**config.mk**
```make
export PLATFORM = sky130hd
export DESIGN_NAME = riscv
export DESIGN_NICKNAME = d
export VERILOG_FILES = /design/src/hw/riscv_isa_pkg.sv /design/src/hw/riscv_pipe_pkg.sv /design/src/hw/riscv_fetch.sv /design/src/hw/riscv_regfile.sv /design/src/hw/riscv_decode.sv /design/src/hw/riscv_execute.sv /design/src/hw/riscv_memory.sv /design/src/hw/riscv.sv
export VERILOG_INCLUDE_DIRS = /design/src /design/src/include
export SDC_FILE = /design/constraint.sdc
export NUM_CORES = 2
export LEC_CHECK = 0
export BUFFER_PORTS_ARGS = -buffer_cell sky130_fd_sc_hd__buf_2
export CAP_MARGIN = 20
export CORE_MARGIN = 4
export CORE_UTILIZATION = 30
export DETAILED_ROUTE_END_ITERATION = 7
export REMOVE_ABC_BUFFERS = 1
export SLEW_MARGIN = 20
export SYNTH_ARGS = -nofsm -noshare
export SYNTH_HDL_FRONTEND = slang
export SYNTH_SLANG_ARGS = --single-unit
```
**constraint.sdc**
```tcl
create_clock -name clk -period 5.5 [get_ports clk]
set_input_delay 0 -clock clk [delete_from_list [all_inputs] [get_ports clk]]
set_output_delay 0 -clock clk [all_outputs]
set_load 0.02 [all_outputs]
```
**src/include/riscv_config.svh**
```systemverilog
`ifndef RISCV_CONFIG_SVH
`define RISCV_CONFIG_SVH

// Datapath and address width
`define RV_XLEN 32

// Architectural register count
`define RV_NREGS 32

// Register index width
`define RV_REGW 5

// First fetch address out of reset
`define RV_RESET_PC 32'h0000_0000

// Byte step between sequential instructions
`define RV_PC_STEP 32'd4

`endif

```
**src/hw/riscv_isa_pkg.sv**
```systemverilog
package riscv_isa_pkg;

   // Major opcodes of the supported RV32I subset
   typedef enum logic [6:0] {
      OP     = 7'b0110011,   // ADD SUB AND OR
      OP_IMM = 7'b0010011,   // ADDI
      LOAD   = 7'b0000011,   // LW
      STORE  = 7'b0100011,   // SW
      BRANCH = 7'b1100011    // BEQ
   } opcode_e;

   // Operations carried out by the execute ALU
   typedef enum logic [1:0] {
      ADD = 2'd0,
      SUB = 2'd1,
      AND = 2'd2,
      OR  = 2'd3
   } alu_op_e;

   localparam logic [2:0] funct3_add  = 3'b000;   // ADD SUB ADDI
   localparam logic [2:0] funct3_and  = 3'b111;
   localparam logic [2:0] funct3_or   = 3'b110;
   localparam logic [2:0] funct3_beq  = 3'b000;
   localparam logic [2:0] funct3_word = 3'b010;   // LW SW

   localparam logic [6:0] funct7_sub  = 7'b0100000;   // Selects SUB over ADD

endpackage

```
**src/hw/riscv_pipe_pkg.sv**
```systemverilog
`include "riscv_config.svh"

package riscv_pipe_pkg;

   // Control bundle produced by decode
   typedef struct packed {
      logic regwrite;
      logic memread;
      logic memwrite;
      logic memtoreg;
      logic alusrc;   // Immediate as second operand
      logic branch;
   } ctrl_t;

   typedef struct packed {
      logic                valid;
      logic [`RV_XLEN-1:0] pc;
      logic [31:0]         instr;
   } if_id_t;

   typedef struct packed {
      logic                   valid;
      ctrl_t                  ctrl;
      riscv_isa_pkg::alu_op_e alu_op;
      logic [`RV_XLEN-1:0]    pc;
      logic [`RV_REGW-1:0]    rs1;
      logic [`RV_REGW-1:0]    rs2;
      logic [`RV_REGW-1:0]    rd;
      logic [`RV_XLEN-1:0]    rs1_data;
      logic [`RV_XLEN-1:0]    rs2_data;
      logic [`RV_XLEN-1:0]    imm;
   } id_ex_t;

   typedef struct packed {
      logic                valid;
      logic                regwrite;
      logic                memread;
      logic                memwrite;
      logic                memtoreg;
      logic [`RV_REGW-1:0] rd;
      logic [`RV_XLEN-1:0] result;       // ALU result or data address
      logic [`RV_XLEN-1:0] store_data;
   } ex_mem_t;

   typedef struct packed {
      logic                regwrite;     // Already qualified by valid
      logic [`RV_REGW-1:0] rd;
      logic [`RV_XLEN-1:0] result;
   } mem_wb_t;

   typedef struct packed {
      logic                ce;
      logic [`RV_XLEN-1:0] addr;
   } imem_req_t;

   typedef struct packed {
      logic                ce;
      logic                we;
      logic [`RV_XLEN-1:0] addr;
      logic [`RV_XLEN-1:0] wdata;
   } dmem_req_t;

   typedef struct packed {
      logic                we;
      logic [`RV_REGW-1:0] addr;
      logic [`RV_XLEN-1:0] data;
   } rf_wr_t;

endpackage

```
**src/hw/riscv_fetch.sv**
```systemverilog
`include "riscv_config.svh"

module riscv_fetch (
   input  logic                      clk,
   input  logic                      rst_n_i,
   input  logic                      stall_i,
   input  logic                      redirect_i,
   input  logic [`RV_XLEN-1:0]       target_i,
   input  logic [31:0]               inst_i,
   output riscv_pipe_pkg::imem_req_t inst_req_o,
   output riscv_pipe_pkg::if_id_t    if_id_o
);

   logic                   ce_q;   // Fetch enabled one cycle after reset
   logic [`RV_XLEN-1:0]    pc_q;
   riscv_pipe_pkg::if_id_t if_id_q;

   always_ff @(posedge clk or negedge rst_n_i) begin
      if (!rst_n_i) begin
         ce_q <= 1'b0;
         pc_q <= `RV_RESET_PC;
      end else begin
         ce_q <= 1'b1;
         if (redirect_i) begin
            pc_q <= target_i;   // Taken branch wins over stall
         end else if (ce_q && !stall_i) begin
            pc_q <= pc_q + `RV_PC_STEP;
         end
      end
   end

   // IF/ID register holds during a load-use stall
   always_ff @(posedge clk or negedge rst_n_i) begin
      if (!rst_n_i) begin
         if_id_q <= '0;
      end else if (redirect_i) begin
         if_id_q.valid <= 1'b0;   // Squash the wrong-path fetch
      end else if (!stall_i) begin
         if_id_q <= '{valid: ce_q, pc: pc_q, instr: inst_i};
      end
   end

   assign inst_req_o = '{ce: ce_q, addr: pc_q};
   assign if_id_o    = if_id_q;

endmodule

```
**src/hw/riscv_regfile.sv**
```systemverilog
`include "riscv_config.svh"

module riscv_regfile (
   input  logic                   clk,
   input  logic                   rst_n_i,
   input  logic [`RV_REGW-1:0]    rs1_i,
   input  logic [`RV_REGW-1:0]    rs2_i,
   input  riscv_pipe_pkg::rf_wr_t rf_wr_i,
   output logic [`RV_XLEN-1:0]    rs1_data_o,
   output logic [`RV_XLEN-1:0]    rs2_data_o
);

   logic [`RV_XLEN-1:0] regs [1:`RV_NREGS-1];   // No storage for x0

   // Write-first read with x0 tied to zero
   function automatic logic [`RV_XLEN-1:0] read_port(input logic [`RV_REGW-1:0] addr);
      if (addr == '0)
         return '0;
      else if (rf_wr_i.we && rf_wr_i.addr == addr)
         return rf_wr_i.data;   // Same-cycle bypass
      else
         return regs[addr];
   endfunction

   always_ff @(posedge clk or negedge rst_n_i) begin
      if (!rst_n_i) begin
         for (int i = 1; i < `RV_NREGS; i++) regs[i] <= '0;
      end else if (rf_wr_i.we && rf_wr_i.addr != '0) begin
         regs[rf_wr_i.addr] <= rf_wr_i.data;
      end
   end

   always_comb begin
      rs1_data_o = read_port(rs1_i);
      rs2_data_o = read_port(rs2_i);
   end

endmodule

```
**src/hw/riscv_decode.sv**
```systemverilog
`include "riscv_config.svh"

module riscv_decode (
   input  logic                   clk,
   input  logic                   rst_n_i,
   input  riscv_pipe_pkg::if_id_t if_id_i,
   input  logic [`RV_XLEN-1:0]    rs1_data_i,
   input  logic [`RV_XLEN-1:0]    rs2_data_i,
   input  logic                   redirect_i,
   input  logic                   ex_memread_i,
   input  logic [`RV_REGW-1:0]    ex_rd_i,
   output logic [`RV_REGW-1:0]    rs1_o,
   output logic [`RV_REGW-1:0]    rs2_o,
   output logic                   stall_o,
   output riscv_pipe_pkg::id_ex_t id_ex_o
);

   logic [31:0]            instr;
   riscv_isa_pkg::opcode_e opcode;
   logic [2:0]             funct3;
   logic [6:0]             funct7;
   logic [`RV_XLEN-1:0]    imm_i;
   logic [`RV_XLEN-1:0]    imm_s;
   logic [`RV_XLEN-1:0]    imm_b;
   riscv_pipe_pkg::ctrl_t  ctrl;
   riscv_isa_pkg::alu_op_e alu_op;
   logic [`RV_XLEN-1:0]    imm;
   logic                   uses_rs2;   // Keeps I-type immediates out of hazard checks
   riscv_pipe_pkg::id_ex_t id_ex_q;

   assign instr  = if_id_i.instr;
   assign opcode = riscv_isa_pkg::opcode_e'(instr[6:0]);
   assign funct3 = instr[14:12];
   assign funct7 = instr[31:25];
   assign rs1_o  = instr[19:15];
   assign rs2_o  = instr[24:20];

   assign imm_i = {{(`RV_XLEN-12){instr[31]}}, instr[31:20]};
   assign imm_s = {{(`RV_XLEN-12){instr[31]}}, instr[31:25], instr[11:7]};
   assign imm_b = {{(`RV_XLEN-13){instr[31]}}, instr[31], instr[7],
                   instr[30:25], instr[11:8], 1'b0};

   always_comb begin
      ctrl     = '0;   // Unknown opcodes do nothing
      alu_op   = riscv_isa_pkg::ADD;
      imm      = imm_i;
      uses_rs2 = 1'b0;
      case (opcode)
         riscv_isa_pkg::OP: begin
            uses_rs2      = 1'b1;
            ctrl.regwrite = 1'b1;
            case (funct3)
               riscv_isa_pkg::funct3_add:
                  alu_op = (funct7 == riscv_isa_pkg::funct7_sub) ? riscv_isa_pkg::SUB
                                                                 : riscv_isa_pkg::ADD;
               riscv_isa_pkg::funct3_and: alu_op = riscv_isa_pkg::AND;
               riscv_isa_pkg::funct3_or:  alu_op = riscv_isa_pkg::OR;
               default:                   ctrl   = '0;
            endcase
         end
         riscv_isa_pkg::OP_IMM: begin
            if (funct3 == riscv_isa_pkg::funct3_add) begin
               ctrl.regwrite = 1'b1;
               ctrl.alusrc   = 1'b1;
            end
         end
         riscv_isa_pkg::LOAD: begin
            if (funct3 == riscv_isa_pkg::funct3_word) begin
               ctrl.regwrite = 1'b1;
               ctrl.memread  = 1'b1;
               ctrl.memtoreg = 1'b1;
               ctrl.alusrc   = 1'b1;
            end
         end
         riscv_isa_pkg::STORE: begin
            uses_rs2 = 1'b1;
            imm      = imm_s;
            if (funct3 == riscv_isa_pkg::funct3_word) begin
               ctrl.memwrite = 1'b1;
               ctrl.alusrc   = 1'b1;
            end
         end
         riscv_isa_pkg::BRANCH: begin
            uses_rs2 = 1'b1;
            imm      = imm_b;
            alu_op   = riscv_isa_pkg::SUB;
            if (funct3 == riscv_isa_pkg::funct3_beq) ctrl.branch = 1'b1;
         end
         default: ;
      endcase
   end

   // Load in execute feeding an operand of this instruction
   assign stall_o = if_id_i.valid && ex_memread_i && ex_rd_i != '0 &&
                    (rs1_o == ex_rd_i || (uses_rs2 && rs2_o == ex_rd_i));

   always_ff @(posedge clk or negedge rst_n_i) begin
      if (!rst_n_i) begin
         id_ex_q <= '0;
      end else begin
         id_ex_q <= '{valid:    if_id_i.valid && !stall_o && !redirect_i,   // Bubble
                      ctrl:     ctrl,
                      alu_op:   alu_op,
                      pc:       if_id_i.pc,
                      rs1:      rs1_o,
                      rs2:      rs2_o,
                      rd:       instr[11:7],
                      rs1_data: rs1_data_i,
                      rs2_data: rs2_data_i,
                      imm:      imm};
      end
   end

   assign id_ex_o = id_ex_q;

endmodule

```
**src/hw/riscv_execute.sv**
```systemverilog
`include "riscv_config.svh"

module riscv_execute (
   input  logic                    clk,
   input  logic                    rst_n_i,
   input  riscv_pipe_pkg::id_ex_t  id_ex_i,
   input  riscv_pipe_pkg::mem_wb_t mem_wb_i,
   output logic                    ex_memread_o,
   output logic [`RV_REGW-1:0]     ex_rd_o,
   output logic                    redirect_o,
   output logic [`RV_XLEN-1:0]     target_o,
   output riscv_pipe_pkg::ex_mem_t ex_mem_o
);

   logic [`RV_XLEN-1:0]     op_a;
   logic [`RV_XLEN-1:0]     rs2_val;
   logic [`RV_XLEN-1:0]     op_b;
   logic [`RV_XLEN-1:0]     alu_res;
   riscv_pipe_pkg::ex_mem_t ex_mem_q;

   // Newest producer first; loads in EX/MEM are covered by the stall
   function automatic logic [`RV_XLEN-1:0] fwd(input logic [`RV_REGW-1:0]    rs,
                                               input logic [`RV_XLEN-1:0]    data,
                                               input riscv_pipe_pkg::ex_mem_t em,
                                               input riscv_pipe_pkg::mem_wb_t mw);
      if (rs != '0 && em.valid && em.regwrite && !em.memread && em.rd == rs)
         return em.result;
      else if (rs != '0 && mw.regwrite && mw.rd == rs)
         return mw.result;
      else
         return data;
   endfunction

   assign op_a    = fwd(id_ex_i.rs1, id_ex_i.rs1_data, ex_mem_q, mem_wb_i);
   assign rs2_val = fwd(id_ex_i.rs2, id_ex_i.rs2_data, ex_mem_q, mem_wb_i);
   assign op_b    = id_ex_i.ctrl.alusrc ? id_ex_i.imm : rs2_val;

   always_comb begin
      case (id_ex_i.alu_op)
         riscv_isa_pkg::ADD: alu_res = op_a + op_b;
         riscv_isa_pkg::SUB: alu_res = op_a - op_b;   // Wraps at XLEN
         riscv_isa_pkg::AND: alu_res = op_a & op_b;
         riscv_isa_pkg::OR:  alu_res = op_a | op_b;
         default:            alu_res = op_a + op_b;
      endcase
   end

   // BEQ resolves here and squashes the two younger stages
   assign redirect_o = id_ex_i.valid && id_ex_i.ctrl.branch && (op_a == rs2_val);
   assign target_o   = id_ex_i.pc + id_ex_i.imm;

   assign ex_memread_o = id_ex_i.valid && id_ex_i.ctrl.memread;   // For load-use check
   assign ex_rd_o      = id_ex_i.rd;

   always_ff @(posedge clk or negedge rst_n_i) begin
      if (!rst_n_i) begin
         ex_mem_q <= '0;
      end else begin
         ex_mem_q <= '{valid:      id_ex_i.valid,
                       regwrite:   id_ex_i.ctrl.regwrite,
                       memread:    id_ex_i.ctrl.memread,
                       memwrite:   id_ex_i.ctrl.memwrite,
                       memtoreg:   id_ex_i.ctrl.memtoreg,
                       rd:         id_ex_i.rd,
                       result:     alu_res,
                       store_data: rs2_val};
      end
   end

   assign ex_mem_o = ex_mem_q;

endmodule

```
**src/hw/riscv_memory.sv**
```systemverilog
`include "riscv_config.svh"

module riscv_memory (
   input  logic                      clk,
   input  logic                      rst_n_i,
   input  riscv_pipe_pkg::ex_mem_t   ex_mem_i,
   input  logic [`RV_XLEN-1:0]       data_i,
   output riscv_pipe_pkg::dmem_req_t data_req_o,
   output riscv_pipe_pkg::mem_wb_t   mem_wb_o,
   output riscv_pipe_pkg::rf_wr_t    rf_wr_o
);

   logic                    access;
   riscv_pipe_pkg::mem_wb_t mem_wb_q;

   assign access = ex_mem_i.valid && (ex_mem_i.memread || ex_mem_i.memwrite);

   // Data port answers reads in the same cycle
   assign data_req_o = '{ce:    access,
                         we:    ex_mem_i.valid && ex_mem_i.memwrite,
                         addr:  ex_mem_i.result,
                         wdata: ex_mem_i.store_data};

   always_ff @(posedge clk or negedge rst_n_i) begin
      if (!rst_n_i) begin
         mem_wb_q <= '0;
      end else begin
         mem_wb_q <= '{regwrite: ex_mem_i.valid && ex_mem_i.regwrite,
                       rd:       ex_mem_i.rd,
                       result:   ex_mem_i.memtoreg ? data_i : ex_mem_i.result};
      end
   end

   assign mem_wb_o = mem_wb_q;   // Also forwarded into execute

   // Written at the end of the writeback cycle
   assign rf_wr_o = '{we:   mem_wb_q.regwrite,
                      addr: mem_wb_q.rd,
                      data: mem_wb_q.result};

endmodule

```
**src/hw/riscv.sv**
```systemverilog
`include "riscv_config.svh"

module riscv (
   input  logic                      clk,
   input  logic                      rst_n_i,
   output riscv_pipe_pkg::imem_req_t inst_req_o,
   input  logic [31:0]               inst_i,
   output riscv_pipe_pkg::dmem_req_t data_req_o,
   input  logic [`RV_XLEN-1:0]       data_i
);

   riscv_pipe_pkg::if_id_t  if_id;
   riscv_pipe_pkg::id_ex_t  id_ex;
   riscv_pipe_pkg::ex_mem_t ex_mem;
   riscv_pipe_pkg::mem_wb_t mem_wb;
   riscv_pipe_pkg::rf_wr_t  rf_wr;
   logic [`RV_REGW-1:0]     rs1;
   logic [`RV_REGW-1:0]     rs2;
   logic [`RV_REGW-1:0]     ex_rd;
   logic [`RV_XLEN-1:0]     rs1_data;
   logic [`RV_XLEN-1:0]     rs2_data;
   logic [`RV_XLEN-1:0]     target;
   logic                    stall;      // Load-use hold
   logic                    redirect;   // Taken BEQ flush
   logic                    ex_memread;

   riscv_fetch fetch_i (
      .clk, .rst_n_i, .stall_i(stall), .redirect_i(redirect), .target_i(target),
      .inst_i, .inst_req_o, .if_id_o(if_id)
   );

   riscv_regfile regfile_i (
      .clk, .rst_n_i, .rs1_i(rs1), .rs2_i(rs2), .rf_wr_i(rf_wr),
      .rs1_data_o(rs1_data), .rs2_data_o(rs2_data)
   );

   riscv_decode decode_i (
      .clk, .rst_n_i, .if_id_i(if_id), .rs1_data_i(rs1_data), .rs2_data_i(rs2_data),
      .redirect_i(redirect), .ex_memread_i(ex_memread), .ex_rd_i(ex_rd),
      .rs1_o(rs1), .rs2_o(rs2), .stall_o(stall), .id_ex_o(id_ex)
   );

   riscv_execute execute_i (
      .clk, .rst_n_i, .id_ex_i(id_ex), .mem_wb_i(mem_wb),
      .ex_memread_o(ex_memread), .ex_rd_o(ex_rd), .redirect_o(redirect),
      .target_o(target), .ex_mem_o(ex_mem)
   );

   riscv_memory memory_i (
      .clk, .rst_n_i, .ex_mem_i(ex_mem), .data_i,
      .data_req_o, .mem_wb_o(mem_wb), .rf_wr_o(rf_wr)
   );

endmodule

```
==> flow_metrics.py <==
metrics = {
    "yosys": {
        "dominantRegCellSynth": "dfrtp_1",
        "yosysWarnings": 0,
        "mux_cell_area_share_after_synthesis_pct": 37.4,
        "syn_avg_cell_area_um2": 13.7,
        "synth_fa_ha_area_share_pct": 1.56,
        "mappedNetlistArea_um2": 72900,
        "synth_commonest_cells": "dfrtp_1 (1333), mux2_2 (1113), mux4_2 (576), clkbuf_1 (315), nor2_1 (242)",
        "synth-xor-area-share_pct": 2.14,
        "synth-edff-count": 0,
        "area_fraction_in_compound_gates_after_synthesis_pct": 4.89,
        "share_of_the_synthesized_area_in_the_top_cell_type_pct": 45.7,
        "synth.most_common_cell": "dfrtp_1",
        "largest_family_of_logic_cells_by_synthesized_area": "multiplexers",
        "ys_top_cells_by_area": "dfrtp_1 (46%), mux4_2 (18%), mux2_2 (17%)",
        "share_of_synthesized_registers_carrying_an_async_set_or_reset_pct": 100,
        "ys_seq_elements": 1333,
        "yosysTopAreaCell": "dfrtp_1",
        "synthSimpleGateAreaFrac_pct": 4.77,
        "netlist_instances": 5332,
        "synth_cell_type_count": 89,
        "yosysSeqAreaShare_pct": 45.7,
    },
    "setup_path": {
        "crit_path_class": "reg -> reg",
        "crit_required_ns": 6.16,
        "critical_path.max_fanout": 6,
        "crit_arrival_ns": 6.17,
        "cp-end-kind": "flop",
        "startpoint_type": "flop",
    },
    "layout": {
        "layout.filler_cells": 23100,
        "multiInputGateArea_um2": 37600,
        "design_area_um2": 85400,
        "nNetsFinal": 5731,
        "area_grow_syn2layout_pct": 17.1,
        "drive_gt1_share_pct": 45.2,
        "final-seq-area_um2": 33400,
    },
    "clock_network": {
        "htree_levels": 4,
        "worst_skew_late_latency_ns": 0.83,
        "tritoncts_clock_tree": "done",
        "cts_root_buf": "clkbuf_16",
        "cts-buffers-inserted": 148,
        "clk_pin_slew_worst_paths_ns": 0.07,
        "cts_buffer_depth": 3,
        "cts.sink_count": 1333,
    },
    "power_and_ir_drop": {
        "power.density_cell_area_nw_per_um2": 272,
        "vdd_ir_drop_max_mv": 0.275,
        "total_leakage_power_nw": 39.3,
    },
    "detailed_routing": {
        "post_drt_wl_per_cell_um": 28.6,
        "first_pass_iters": 6,
        "drt-initial-drc-count": 4593,
        "vias": 49900,
        "route.detailed.drc": 0,
        "avgViaCountPerCell": 5.60,
        "detail-route-antenna-nets": 0,
        "route.final.wire_length_um": 255000,
    },
    "timing": {
        "finalHoldViolCount": 0,
        "grt_setup_unrepaired": "yes",
        "final-max-slew-violation-count": 0,
        "actual_transition_at_the_worst_max_transition_pin_ns": 1.14,
        "tns_ns": -0.00923,
        "portion_of_the_clock_cycle_consumed_by_the_worst_path_in_the_final_layout_pct": 100,
        "clock-skew-final_ns": 0.0535,
        "max_freq_mhz": 182,
        "final.setup.worst_slack_ns": -0.00923,
        "finalSetupViolCount": 1,
        "layout_min_cycle_time_ns": 5.51,
        "max-slew-margin-rel_pct": 23.7,
    },
    "global_route": {
        "grt_pass1_vias": 51200,
        "grt_antenna_before_repair": 5,
        "total_track_usage_pct": 20.1,
        "grt_max_degree": 160,
        "grt_first_pass_wirelength_um": 370000,
        "overflow": 0,
    },
    "status": {
        "failing_checks": "negative setup slack",
        "outcome": "finished with violations",
    },
    "floorplanning": {
        "floorplan.die.height_um": 501,
        "start_util_pct": 30.2,
        "rows": 180,
        "fp.coreArea_um2": 241000,
        "die_w_um": 501,
        "die_area_um2": 251000,
        "top_ports": 165,
    },
    "placed_design": {
        "dpl-instance-area_um2": 78600,
        "port-buffer-count": 164,
        "placement.setup.worst_slack_ns": -0.0600,
        "detailed_place_hpwl_um": 162000,
        "global_placement_routability_congestion": 0.999,
    },
    "job": {
        "drv.max_cap_violation_count": 0,
    },
    "min_path": {
        "hold_path_class": "in -> async",
    },
}
[layout make-up]
type,count,share of cell area (%)
clock buffer,225,5.11
sequential,1333,39.1
antenna,6,0.0176
tap,3185,4.67
inverter,49,0.215
clock inverter,46,0.788
multi-input combinational,3416,44.0
timing repair buffer,649,6.12
[cells by family after synthesis]
| kind of cell | after synthesis |
|---|---|
| adders and majority gates | 95 |
| AOI/OAI and AO/OA | 553 |
| xor gates and xnor gates | 178 |
| other | 1 |
| buffers and inverters | 584 |
| DFF | 1333 |
| muxes | 1857 |
| and+or+nand+nor | 731 |
[path summary, 6_finish.rpt]
path	from	to	slack (ns)	cells after the start
worst min register to register	decode_i.id_ex_o[148]	execute_i.ex_mem_o[70]	0.34	0
worst max register to register	decode_i.id_ex_o[101]	execute_i.ex_mem_o[63]	-0.009	25
max in group asynchronous	rst_n_i	regfile_i.regs[557]	4.54	3
worst max-delay path	decode_i.id_ex_o[101]	execute_i.ex_mem_o[63]	-0.009	25
worst min-delay path	rst_n_i	regfile_i.regs[740]	0.007	3
min in group clk	inst_i[11]	fetch_i.if_id_o[11]	0.05	3
[power breakdown]
group | total, mW | switching [mW] | internal (mW) | leakage, nW
Sequential | 10.5 | 0.441 | 10.0 | 18.3
Combinational | 2.52 | 1.66 | 0.865 | 18.6
Clock | 10.3 | 4.38 | 5.88 | 2.45
Total | 23.3 | 6.48 | 16.8 | 39.3
[cell usage in the layout (no fill, tap or decap), types with 37 or more instances in the layout]
master / n
clkbuf_1: 40
inv_1: 46
mux2_1: 49
clkbuf_8: 37
a21o_1: 40
nand2_1: 181
xor2_1: 74
xnor2_1: 103
dlygate4sd3_1: 120
a21oi_1: 142
o21ai_0: 123
mux2_2: 1112
nor2_1: 224
buf_4: 326
nand3_1: 67
ha_1: 65
mux2i_1: 117
dfrtp_1: 1320
clkbuf_16: 148
nor3_1: 68
buf_2: 163
a31oi_1: 49
mux4_2: 576
[flip-flops by register name, summed over array words and instances, names as in the netlist]
name,flops
regfile_i.regs,992
decode_i.id_ex_o,132
memory_i.mem_wb_o,38
fetch_i.pc_q,32
execute_i.ex_mem_o,73
fetch_i.ce_q,1
fetch_i.if_id_o,65
[per-stage QoR]
stage / utilization, % / hold slack, ns / std cells / power [mW]
global placement: 32.6 / 0.0671 / 8494 / 13.0
finish: 35.4 / 0.00726 / 8909 / 23.3
floorplan: - / -0.296 / 4797 / 11.7
global route: 35.4 / 0.0502 / 8903 / 24.1
detailed placement: 32.6 / 0.0744 / 8494 / 13.0
CTS: 35.3 / 0.00454 / 8895 / 23.5
[timing repair]
| action | in CTS | in global routing |
|---|---|---|
| pin swaps | 8 | 38 |
| setup buffers | 6 | 10 |
| hold buffers | 121 | 0 |
| resized for setup | 23 | 55 |
| setup endpoints to repair | 4 | 8 |
| cloned | 3 | 0 |
| endpoints found under the hold margin | 730 | 0 |
[worst max-delay path: stages, from the launching register on]
cell	delay [ns]
dfrtp_1	0.40
buf_6	0.14
xor2_4	0.18
or4b_4	0.64
buf_12	0.20
o21ai_2	0.13
a31oi_2	0.13
mux2_4	0.29
nand4b_4	0.23
buf_4	0.19
nor4_4	0.29
nor2_1	0.08
xnor2_1	0.14
ha_1	0.30
a211o_1	0.31
a21oi_2	0.14
inv_1	0.07
or2_4	0.25
a211oi_2	0.20
buf_4	0.15
o211ai_1	0.09
buf_4	0.17
buf_4	0.13
a311oi_2	0.22
and3_1	0.19
o31ai_1	0.08
[per-layer routing]
| layer | part of all wire [%] | GRT usage, % | up-vias | wire [um] |
|---|---|---|---|---|
| met5 | 0 | 0 | - | 0 |
| met4 | 7.3 | 12.4 | 0 | 18700 |
| met3 | 6.7 | 3.77 | 579 | 17100 |
| met2 | 46 | 31.1 | 2003 | 116000 |
| met1 | 40 | 26.0 | 26700 | 103000 |
| li1 | - | - | 20600 | - |
Power figures use the tool's default switching activity.
